### config.mk
export PLATFORM = sky130hd
export DESIGN_NAME = writeback
export DESIGN_NICKNAME = d
export VERILOG_FILES = /design/src/hw/looper_pkg.sv /design/src/hw/writeback.sv
export SDC_FILE = /design/constraint.sdc
export NUM_CORES = 1
export LEC_CHECK = 0
export CORE_AREA = 5 5 116 118
export DETAILED_ROUTE_END_ITERATION = 8
export DIE_AREA = 0 0 121 123
export DONT_BUFFER_PORTS = 1
export GPL_TIMING_DRIVEN = 0
export PLACE_DENSITY = 0.46
export SYNTH_ARGS = -nofsm -noshare
export SYNTH_HDL_FRONTEND = slang
export SYNTH_SLANG_ARGS = --single-unit
### constraint.sdc
create_clock -name clk -period 5.3 [get_ports clk]
set_input_delay 1.06 -clock clk [delete_from_list [all_inputs] [get_ports clk]]
set_output_delay 1.06 -clock clk [all_outputs]
set_load 0.02 [all_outputs]
### src/hw/looper_pkg.sv
package looper_pkg;

   // lane and register file geometry
   localparam int NUM_LANES  = 4;
   localparam int PREG_COUNT = 64;

   // data path and tag widths
   localparam int DATA_W    = 16;
   localparam int PREG_W    = $clog2(PREG_COUNT);
   localparam int ROB_IDX_W = 6;
   localparam int MODE_W    = 3;
   localparam int SHAMT_W   = $clog2(DATA_W);

   typedef logic [DATA_W-1:0]    data_t;
   typedef logic [PREG_W-1:0]    preg_t;
   typedef logic [ROB_IDX_W-1:0] rob_idx_t;
   typedef logic [MODE_W-1:0]    alu_mode_t;

   // alu operation codes
   localparam alu_mode_t MODE_ADD  = 3'd0;
   localparam alu_mode_t MODE_SUB  = 3'd1;
   localparam alu_mode_t MODE_AND  = 3'd2;
   localparam alu_mode_t MODE_OR   = 3'd3;
   localparam alu_mode_t MODE_XOR  = 3'd4;
   localparam alu_mode_t MODE_SLL  = 3'd5;
   localparam alu_mode_t MODE_SRL  = 3'd6;
   // result is operand b, so load-immediate when b is the immediate
   localparam alu_mode_t MODE_PASS = 3'd7;

endpackage

### src/hw/writeback.sv
`timescale 1ns/1ns

module writeback import looper_pkg::*; (
   input  logic     clk,
   input  logic     reset,
   input  logic     stall,
   input  logic     ex_vld     [NUM_LANES],
   input  data_t    ex_result  [NUM_LANES],
   input  preg_t    ex_dst     [NUM_LANES],
   input  logic     ex_reg_wrt [NUM_LANES],
   input  rob_idx_t ex_idx     [NUM_LANES],
   output logic     wr_en      [NUM_LANES],
   output preg_t    wr_preg    [NUM_LANES],
   output data_t    wr_data    [NUM_LANES],
   output logic     done_vld   [NUM_LANES],
   output rob_idx_t done_idx   [NUM_LANES],
   output data_t    done_data  [NUM_LANES]
);

   logic  wb_vld     [NUM_LANES];
   data_t wb_result  [NUM_LANES];
   logic  wb_reg_wrt [NUM_LANES];

   always_ff @(posedge clk) begin
      for (int l = 0; l < NUM_LANES; l++) begin
         if (reset) begin
            wb_vld[l] <= 1'b0;
         end else if (!stall) begin
            wb_vld[l] <= ex_vld[l];
         end
         if (!stall) begin
            wb_result[l]  <= ex_result[l];
            wb_reg_wrt[l] <= ex_reg_wrt[l];
            wr_preg[l]    <= ex_dst[l];
            done_idx[l]   <= ex_idx[l];
         end
      end
   end

   // completion and register update only in an unstalled cycle
   always_comb begin
      for (int l = 0; l < NUM_LANES; l++) begin
         done_vld[l]  = wb_vld[l] && !stall;
         wr_en[l]     = wb_vld[l] && wb_reg_wrt[l] && !stall;
         wr_data[l]   = wb_result[l];
         done_data[l] = wb_result[l];
      end
   end

endmodule

==> out/metrics.cfg <==
[route]
wl_met3_um=1450
met2WireLength_um=4880
highest_layer=met5
finalWirelength_um=9490
antenna_left=0
met1_length_um=2880
wire_per_inst_um=23.3
drt_iter0_drc=77
firstDrtPassIters=4
drc=0
vias=1765
vias_per_cell=4.34

[sta]
max_slew_margin_pct=57.0
tns_ns=0
post-route-period-util_pct=49.4
finalHoldViolCount=0
fmax_mhz=382
slew_viol_final=0
period_minus_slack_ns=2.62
tightest_slew_ns=0.645
setup_viol=0
rsz0062_at_grt=false

[clocking]
cts_buffers=17
cts_tree=built
htreeDepth=4
cts_buffer_depth=2
post_cts_resized=0
cts_setup_buffers=0
clkTransAtPathRegs_ns=0.05
cts_num_sinks=120
postCtsHoldBufs=0
cts_root_buf=clkbuf_16

[pwr]
vdd_ir_drop_max_mv=0.249
finalPower_mw=2.56
p_per_area_nw_per_um2=508
p_leak_nw=1.85

[grt]
grt_usage_pct=12.3
grt_pass1_vias=1882
grt_pass1_wl_um=12600
grt_max_degree=66
antenna_found_initial=6
grt-ovfl-total=0

[placement]
port_buffers=0
place.gp.congestion=0.693
place_hpwl_um=7250

[floorplanning]
die_w_um=121
initial_core_util_pct=33.9
design.core.area_um2=12400
die_h_um=123
dieArea_um2=14900
io_pins=307
fp-row-count=41

[critical_path]
critical-path-top-delay-family=simple AND/OR/NAND/NOR gates
required_ns=4.24
crit_path_cell_trace=buf_6 -> nor2b_1
start_kind=input pin
arrival_ns=1.56
cp_max_fo=10
crit_buf_inv=1
cpMaxStageDelayCell=nor2b_1
critPathKind=in -> out
slowest_delay_ns=0.38
cp-end-kind=primary output

[flow_run]
max-cap-violations=0

[logic_synthesis]
synth.cell_area_um2=4200
yosysSeqAreaShare_pct=85.9
ys.warnings.count=0
synth_fp_nets=322
ys_ff_latch=120
syn_avg_cell_area_um2=21.1
ys_types=8
synthesis.instances=199

[cells_and_area]
regArea_um2=3600
nFillCells=1086
layout.nets=342
layout-drive-gt1-share_pct=40.1
synthToLayoutAreaGrowth_pct=20.2
multi_input_area_um2=96.3

[outcome]
status=finished clean

[min_path]
worst_hold_path_type=in -> reg

-- cell usage in the layout, fill, tap and decap left out --
cell,n
and3b_1,4
buf_16,1
nor2b_1,4
inv_4,1
buf_6,1
edfxtp_1,120
nor3b_1,4
bufinv_16,4
clkinv_1,3
clkbuf_16,17
clkbuf_1,3
diode_2,3
clkinv_2,5
nand2b_1,1
buf_4,64
-- cells by family (layout without fill, tap and decap cells) --
group	after synthesis	after routing	synth area share, %
buf+inv	66	99	11.8
flops	120	120	85.9
simple gates	13	13	2.30
other cells	0	3	0
-- through the flow --
step                hold slack (ns)  setup slack, ns  cells  util, %  cell area, um2
floorplan                      1.16             1.41    199        -            4200
global placement               1.16            0.448    371     35.7            4410
detailed placement             1.16             2.67    372     35.9            4440
CTS                           0.722             2.67    404     40.7            5030
global route                  0.714             2.64    406     40.8            5040
finish                        0.743             2.68    407     40.8            5040
-- worst paths after layout --
kind	startpoint	endpoint	slack [ns]	cells past startpoint
worst max-delay path	stall	done_vld[0]	2.68	2
worst min-delay path	ex_idx[20]	done_idx[20]	0.74	0
-- Yosys cell counts, drive strengths merged --
master / n / area share (%)
nor3b: 4 / 0.72
edfxtp: 120 / 86
buf: 65 / 12
inv: 1 / 0.089
nand2b: 1 / 0.15
nor2b: 4 / 0.60
and3b: 4 / 0.83
-- flip-flops by register name, summed over array words and instances (netlist names) --
name and count:
wr_preg 24, wb_vld 4, wb_result 64, wb_reg_wrt 4, done_idx 24
-- cell type report --
cell class,count,area share [%]
Clock inverter,12,3.10
Buffer,65,9.75
Tap cell,172,4.27
Clock buffer,20,8.66
Sequential cell,120,71.5
Timing Repair Buffer,1,0.546
Antenna cell,3,0.149
Multi-Input combinational cell,13,1.91
Inverter,1,0.124
-- report_power, final --
group          switching [mW]  total, mW  internal, mW
Sequential              0.131       1.27          1.14
Combinational          0.0875      0.138        0.0510
Clock                   0.378       1.15         0.775
-- routing by layer --
| metal | vias up | track usage (%) |
|---|---|---|
| met5 | - | 0 |
| met4 | 6 | 6.87 |
| met3 | 23 | 10.0 |
| met2 | 185 | 20.0 |
| met1 | 830 | 10.6 |
| li1 | 721 | - |
(Power assumes the default switching activity.)
