File: config.mk
export PLATFORM = sky130hd
export DESIGN_NAME = alu_lane
export DESIGN_NICKNAME = d
export VERILOG_FILES = /design/src/hw/looper_pkg.sv /design/src/hw/alu_lane.sv
export SDC_FILE = /design/constraint.sdc
export NUM_CORES = 1
export LEC_CHECK = 0
export BUFFER_PORTS_ARGS = -buffer_cell sky130_fd_sc_hd__buf_2
export CORE_MARGIN = 5
export CORE_UTILIZATION = 55
export CTS_CLUSTER_SIZE = 14
export DETAILED_ROUTE_END_ITERATION = 6
export PLACE_DENSITY_LB_ADDON = 0.05
export SKIP_LAST_GASP = 1
export SYNTH_ARGS = -nofsm -noshare
export SYNTH_HDL_FRONTEND = slang
export SYNTH_SLANG_ARGS = --single-unit
File: constraint.sdc
create_clock -name clk -period 6 [get_ports clk]
set_clock_uncertainty 0.1 [all_clocks]
set_input_delay 0.6 -clock clk [delete_from_list [all_inputs] [get_ports clk]]
set_output_delay 0.6 -clock clk [all_outputs]
set_load 0.02 [all_outputs]
File: src/hw/looper_pkg.sv
package looper_pkg;

   // lane and register file geometry
   localparam int NUM_LANES  = 4;
   localparam int PREG_COUNT = 64;

   // data path and tag widths
   localparam int DATA_W    = 16;
   localparam int PREG_W    = $clog2(PREG_COUNT);
   localparam int ROB_IDX_W = 6;
   localparam int MODE_W    = 3;
   localparam int SHAMT_W   = $clog2(DATA_W);

   typedef logic [DATA_W-1:0]    data_t;
   typedef logic [PREG_W-1:0]    preg_t;
   typedef logic [ROB_IDX_W-1:0] rob_idx_t;
   typedef logic [MODE_W-1:0]    alu_mode_t;

   // alu operation codes
   localparam alu_mode_t MODE_ADD  = 3'd0;
   localparam alu_mode_t MODE_SUB  = 3'd1;
   localparam alu_mode_t MODE_AND  = 3'd2;
   localparam alu_mode_t MODE_OR   = 3'd3;
   localparam alu_mode_t MODE_XOR  = 3'd4;
   localparam alu_mode_t MODE_SLL  = 3'd5;
   localparam alu_mode_t MODE_SRL  = 3'd6;
   // result is operand b, so load-immediate when b is the immediate
   localparam alu_mode_t MODE_PASS = 3'd7;

endpackage

File: src/hw/alu_lane.sv
`timescale 1ns/1ns

module alu_lane import looper_pkg::*; (
   input  logic      clk,
   input  logic      reset,
   input  logic      stall,
   input  logic      op_vld,
   input  data_t     op_a,
   input  data_t     op_b,
   input  alu_mode_t op_mode,
   input  preg_t     op_dst,
   input  logic      op_reg_wrt,
   input  rob_idx_t  op_idx,
   output logic      ex_vld,
   output data_t     ex_result,
   output preg_t     ex_dst,
   output logic      ex_reg_wrt,
   output rob_idx_t  ex_idx
);

   data_t alu_result;

   always_comb begin
      case (op_mode)
         MODE_ADD:  alu_result = op_a + op_b;
         MODE_SUB:  alu_result = op_a - op_b;
         MODE_AND:  alu_result = op_a & op_b;
         MODE_OR:   alu_result = op_a | op_b;
         MODE_XOR:  alu_result = op_a ^ op_b;
         // shift amount from low bits of b only
         MODE_SLL:  alu_result = op_a << op_b[SHAMT_W-1:0];
         MODE_SRL:  alu_result = op_a >> op_b[SHAMT_W-1:0];
         MODE_PASS: alu_result = op_b;
         default:   alu_result = '0;
      endcase
   end

   always_ff @(posedge clk) begin
      if (reset) begin
         ex_vld <= 1'b0;
      end else if (!stall) begin
         ex_vld <= op_vld;
      end
   end

   // result and tags travel together
   always_ff @(posedge clk) begin
      if (!stall) begin
         ex_result  <= alu_result;
         ex_dst     <= op_dst;
         ex_reg_wrt <= op_reg_wrt;
         ex_idx     <= op_idx;
      end
   end

endmodule

==> results of run 1 <==
## final timing paths
| kind | startpoint | end | slack (ns) | cells past startpoint |
|---|---|---|---|---|
| max reg2reg | ex_vld | ex_vld | 5.30 | 2 |
| min | reset | ex_vld | 0.38 | 2 |
| min reg2reg | ex_vld | ex_vld | 0.42 | 2 |
| max | op_b[0] | ex_result[11] | 1.92 | 13 |
## power breakdown
group | leakage (nW) | internal, mW | switching, mW
Combinational | 1.80 | 0.155 | 0.253
Sequential | 0.291 | 0.259 | 0.00436
Clock | 0.0426 | 0.0794 | 0.0675
## synth_stat cells (7+ instances only)
master,instances
nor3_1,12
xnor2_1,23
edfxtp_1,29
nand2_1,36
a21oi_1,35
mux2i_1,26
o21ai_0,22
ha_1,49
nand3_1,7
nand2b_1,8
o21ai_1,12
clkbuf_1,7
a211oi_1,12
mux4_2,7
inv_1,38
buf_2,17
nor2_1,45
## through the flow
| step | hold WS, ns | cell area [um2] | utilization, % | total power, mW | setup WS, ns |
|---|---|---|---|---|---|
| floorplan | 0.4857 | 4389 | - | 0.5501 | 2.530 |
| global placement | 0.3668 | 4747 | 61.11 | 0.6635 | 1.758 |
| detailed placement | 0.4045 | 4747 | 61.11 | 0.6665 | 1.735 |
| CTS | 0.3747 | 4828 | 62.16 | 0.8161 | 2.014 |
| global route | 0.3793 | 4828 | 62.16 | 0.8725 | 1.665 |
| finish | 0.3817 | 4828 | 62.16 | 0.8179 | 1.917 |
## registers in the layout (all words and copies together), names as in the netlist
register / cells
ex_idx: 6
ex_vld: 1
ex_result: 16
ex_dst: 6
ex_reg_wrt: 1
## placed cells by master, fill, tap and decap left out, types with 3 or more instances in the layout
| cell type | netlist | final |
|---|---|---|
| xnor2_1 | 23 | 23 |
| a21oi_1 | 35 | 35 |
| mux2i_1 | 26 | 26 |
| clkbuf_8 | 0 | 5 |
| mux2_2 | 5 | 5 |
| mux2i_2 | 3 | 3 |
| edfxtp_1 | 29 | 29 |
| o21ai_1 | 12 | 12 |
| a221oi_1 | 5 | 5 |
| nand4_1 | 5 | 5 |
| mux4_2 | 7 | 7 |
| nand2_1 | 36 | 36 |
| ha_1 | 49 | 49 |
| nor3_1 | 12 | 12 |
| nor2_1 | 45 | 45 |
| a21o_1 | 4 | 4 |
| nor3b_1 | 5 | 5 |
| a31oi_1 | 3 | 3 |
| a211oi_1 | 12 | 12 |
| xor2_1 | 4 | 4 |
| o31ai_1 | 4 | 4 |
| o21ai_0 | 22 | 22 |
| nand3_1 | 7 | 7 |
| a211o_1 | 6 | 6 |
| buf_2 | 17 | 81 |
| o211ai_1 | 5 | 5 |
| nand2b_1 | 8 | 8 |
| inv_1 | 38 | 38 |
| a22oi_1 | 6 | 6 |
| a221o_1 | 5 | 5 |
| o22ai_1 | 3 | 3 |
| a22o_1 | 5 | 5 |
## layer usage
layer	global-route usage (%)	wire length, um	vias up	part of all wire, %
met1	39.74	5821	2004	42
met3	3.927	1492	33	11
li1	-	-	2022	-
met5	0	0	-	0
met4	8.508	397	0	2.9
met2	42.82	6129	290	44
## area by class of cell
class                      instances  area, um2  share of cell area [%]
inverter                          40      150.1                   3.110
multi-input combinational        411       3166                   65.56
timing repair buffer              82      412.9                   8.551
sequential                        30      890.9                   18.45
tap                              102      127.6                   2.643
clock buffer                       6      72.57                   1.503
clock inverter                     2      8.758                  0.1814
## logic make-up after synthesis
logic type	after synthesis
xor gates and xnor gates	27
buffers and inverters	71
adders and majority gates	50
and+or+nand+nor	138
DFF	30
muxes	44
AOI/OAI and AO/OA	152
==> impl_metrics.tcl, run 1 <==
set metrics [dict create \
    setup_viol 0 \
    clk_pin_slew_worst_paths_ns 0.06 \
    ctsHoldBuffers 0 \
    synth_top_family_by_area "compound AO/OA/AOI/OAI gates" \
    diodes 0 \
    fmax_mhz 244.9 \
    port_buffers 81 \
    grt_setup_unrepaired "no" \
    synth_edf_count 29 \
    cts_tree "done" \
    postRouteAntennaNets 0 \
    cp_cell_sequence "buf_2 -> inv_1 -> ha_1 -> nand2_1 -> o21ai_0 -> xnor2_1 -> ha_1 -> a21o_1 -> a211o_1 -> o21ai_1 -> nand2b_1 -> xor2_1 -> a2111o_1" \
    drtPass1Iterations 5 \
    nets 672 \
    ir_drop_uv 90.01 \
    cts_made_buffers 5 \
    yosys-top-cells-area "edfxtp_1 20%, ha_1 14%, mux2i_1 5.9%, xnor2_1 4.6%, a21oi_1 4.0%" \
    hold_viol 0 \
    crit_slowest_cell "buf_2" \
    async_flop_share_pct 0 \
    area.growth.synth_to_final_pct 10.01 \
    yosysSeqAreaShare_pct 20.30 \
    worstSetupPathType "input port to flip-flop" \
    rows 32 \
    ys_warn_count 0 \
    drc 0 \
    critPathTopFamily "compound AO/OA/AOI/OAI gates" \
    ys_ff_latch 30 \
    globalplace.congestion 0.9603 \
    worst_skew_pair.late_latency_ns 0.27 \
    root_buffer "clkbuf_8" \
    routed_via_density 6.462 \
    clockBufferDepth 2 \
    critPathBufInv 2 \
    grt.total_usage_pct 27.61 \
    synthSimpleGateAreaFrac_pct 15.62 \
    worst_slew_pin_slew_ns 0.9844 \
    fillCellCount 732 \
    synth_top_area_share_pct 19.84 \
    synthCells 512 \
    grt.overflow.total 0 \
    required_ns 5.91 \
    post-cts-setup-buffers 0 \
    critPathLaunchType "input port" \
    htreeDepth 2 \
    grt_pass1_vias 3964 \
    synth.distinct_cells 79 \
    avgSynthCellArea_um2 8.573 \
    post_drt_wl_per_cell_um 20.57 \
    grt_max_degree 43 \
    vias 4349 \
    critPathMostFrequentCell "ha_1" \
    drive_gt1_share_pct 20.49 \
    slew-limit-headroom_pct 34.30 \
    die-width_um 99.33 \
    maxCapViolations 0 \
    io_pins 82 \
    slew_violations 0 \
    drtIter0Drc 349 \
    stdcell_count 673 \
    synth-xor-area-share_pct 5.388 \
    antenna_found_initial 0 \
    status "completed" \
    worst_hold_path_type "input port to flip-flop" \
    ys.flop_type "edfxtp_1" \
    grt_pass1_wl_um 21730 \
    place_inst 665 \
    cp_data_arrival_time_ns 4.00 \
    cp-end-kind "flip-flop" \
    p_leak_nw 2.131 \
    dp_hpwl_um 10720 \
    synth_nets 614 \
    powerDensity_mw_per_mm2 169.4 \
    die_area_mm2 0.009866 \
    timing.final.crit_share_pct 68.05 \
    cts_resized 0 \
    core_area_mm2 0.007767 \
    yosysTopAreaCell "edfxtp_1" \
    fin_crit_ns 4.083 \
    start_util_pct 56.51 \
    synth_compound_area_share_pct 23.75 \
    setup_tns_ns 0 \
    cts.sinks 30 \
    muxShareOfSynthArea_pct 12.94 \
    slowest_delay_ns 0.70 \
    syn_area_mm2 0.004389 \
    crit_fanout 42 \
    wl_um 13840 \
    synthAdderAreaFrac_pct 14.42 \
    chipHeight_um 99.33 \
]
Note: power is estimated with default switching activity, not from simulation.
==> inputs of run 2 (changes only) <==
==> constraint.sdc (replaced) <==
create_clock -name clk -period 4.1 [get_ports clk]
set_clock_uncertainty 0.1 [all_clocks]
set_input_delay 0.41 -clock clk [delete_from_list [all_inputs] [get_ports clk]]
set_output_delay 0.41 -clock clk [all_outputs]
set_load 0.02 [all_outputs]
==> run 2 against run 1 <==
Setup slack got worse by 1.1 ns. Cell count increased by 1.3%. Count of clock-buffer cells in the layout decreased by 1. Hold slack got worse by 0.19 ns. Sequential power increased by 47%. Global-route usage increased by 0.46 points. Via count increased by 1.7%. Register-to-register slack got worse by 1.9 ns. Critical path depth unchanged. Critical path type unchanged. Critical endpoint is now ex_result[15].
==> impl_metrics.tcl, run 2 (same netlist as run 1, synthesis figures left out) <==
set metrics [dict create \
    die_area_mm2 0.009866 \
    clk_pin_slew_worst_paths_ns 0.06 \
    final_common_cell "buf_2" \
    port_buffers 81 \
    setup_viol 0 \
    drc 0 \
    sw_frac_of_total_pct 39.79 \
    nets 681 \
    cts_made_buffers 5 \
    worst_slew_pin_slew_ns 0.9960 \
    critPathLaunchType "input port" \
    grt.overflow.total 0 \
    hold_viol 0 \
    core_area_mm2 0.007767 \
    ir_drop_uv 144.1 \
    p_leak_nw 2.173 \
    htreeDepth 2 \
    ff2ff_setup_slack_ns 3.42 \
    slew_violations 0 \
    status "completed" \
    antenna_found_initial 0 \
    grt.total_usage_pct 28.07 \
    worst_hold_path_type "input port to flip-flop" \
    io_pins 82 \
    vias 4421 \
    final_cell_mix "81 x buf_2, 49 x ha_1, 45 x nor2_1, 38 x inv_1, 36 x nand2_1" \
    fin_crit_ns 3.327 \
    timing.final.crit_share_pct 81.15 \
    top_regs "ex_result x16, ex_dst x6, ex_idx x6" \
    wl_um 14040 \
    r2r-start "ex_vld" \
    whs_path_depth 2 \
    diodes 0 \
    cp-end-kind "flip-flop" \
    whs_endpoint "ex_vld" \
    root_buffer "clkbuf_8" \
    clockBufferDepth 2 \
    globalplace.congestion 1.008 \
    grt_use_met1_pct 40.43 \
    postRouteAntennaNets 0 \
    drive_gt1_share_pct 21.55 \
    reg2reg_depth 2 \
    chipHeight_um 99.33 \
    slowest_delay_ns 0.49 \
    crit_slowest_cell "nor3_1" \
    grt.met3_usage_pct 3.857 \
    top_usage_layer "met2" \
    cp_data_arrival_time_ns 3.24 \
    largest_register_ffs 16 \
    multiInputGateArea_mm2 0.003166 \
    regMostFlops "ex_result" \
    cts_tree "done" \
    post_drt_wl_per_cell_um 20.58 \
    worst_skew_pair.late_latency_ns 0.27 \
    drtIter0Drc 509 \
    p_int_uw 723.6 \
    crit_fanout 6 \
    grt_pass1_vias 4057 \
    dp_hpwl_um 10900 \
    cts.sinks 30 \
    area.growth.synth_to_final_pct 11.52 \
    p_clk_share_pct 17.7 \
    maxCapViolations 0 \
    grt_setup_unrepaired "no" \
    gr-usage-met2_pct 44.01 \
    grt_pass1_wl_um 21890 \
    rows 32 \
    start_util_pct 56.51 \
    routed_via_density 6.482 \
    fillCellCount 739 \
    required_ns 4.02 \
    critPathMostFrequentCell "xnor2_1" \
    post-cts-setup-buffers 0 \
    ctsHoldBuffers 0 \
    hold_start "reset" \
    p_switching_uw 478.1 \
    powerDensity_mw_per_mm2 245.5 \
    cts_resized 0 \
    seqCellArea_um2 890.9 \
    setup_tns_ns 0 \
    grt_max_degree 42 \
    slew-limit-headroom_pct 33.53 \
    cp_cell_sequence "buf_2 -> nor4_4 -> nand2_1 -> nor3_1 -> a31oi_1 -> xnor2_1 -> ha_1 -> a21oi_1 -> o21bai_1 -> a221oi_1 -> o21ai_0 -> xnor2_1 -> o21ai_1" \
    drtPass1Iterations 5 \
    die-width_um 99.33 \
    placed_area_mm2 0.004815 \
    p_comb_share_pct 50.2 \
    fin_hold_ws_ns 0.1902 \
    final_cell_area_mm2 0.004895 \
    worstSetupPathType "input port to flip-flop" \
    fmax_mhz 300.6 \
    r2r_end "ex_vld" \
    p_seq_share_pct 32.1 \
    final_util_pct 63.02 \
]
## run 2: changes by cell type in the layout (fill, tap and decap cells not counted)
cell,delta
buf_4,+9
clkinv_1,+2
clkbuf_1,-1
clkinv_2,-1
## run 2: area by class of cell
cell class                 instances  share of cell area, %
clock buffer                       5                  1.406
sequential                        30                  18.20
inverter                          40                  3.067
tap                              102                  2.607
clock inverter                     3                 0.2301
timing repair buffer              91                  9.816
multi-input combinational        411                  64.67
## run 2: routing by layer
layer / up-vias / share of wire (%) / wire length [um]
met5: - / 0 / 0
met4: 0 / 2.2 / 304
met3: 25 / 12 / 1677
met2: 279 / 45 / 6253
met1: 2082 / 41 / 5803
li1: 2035 / - / -
## run 2: power by group through the flow
stage / Sequential (mW) / Clock, mW / Combinational (mW)
after detailed placement: 0.392 / 0 / 0.589
final: 0.386 / 0.212 / 0.604
after global routing: 0.389 / 0.234 / 0.654
after global placement: 0.391 / 0 / 0.584
after floorplan: 0.438 / 0 / 0.367
after CTS: 0.387 / 0.218 / 0.592
## run 2: worst max path at each step
stage | startpoint | end | slack [ns] | cells after the start
2_1_floorplan | op_b[0] | ex_result[11] | 0.82 | 14
3_3_place_gp | op_b[6] | ex_result[15] | 0.63 | 13
3_5_place_dp | op_b[6] | ex_result[15] | 0.56 | 13
4_1_cts | op_mode[0] | ex_result[10] | 0.86 | 11
5_1_grt | op_b[6] | ex_result[15] | 0.63 | 13
6_report | op_b[6] | ex_result[15] | 0.77 | 13
## run 2: stage by stage
step / power [mW] / worst slack (ns) / cells
floorplan: 0.8050 / 0.8198 / 512
global placement: 0.9754 / 0.6276 / 674
detailed placement: 0.9811 / 0.5625 / 674
CTS: 1.197 / 0.8595 / 682
global route: 1.276 / 0.6253 / 682
finish: 1.202 / 0.7728 / 682
## run 2: critical path, delay by kind of cell
family / cells / cell delay (ns)
AO/OA/AOI/OAI: 6 / 1.05
XOR/XNOR: 2 / 0.35
adder cells (fa/ha/maj): 1 / 0.37
buffers and inverters: 1 / 0.13
AND/OR/NAND/NOR: 3 / 0.94
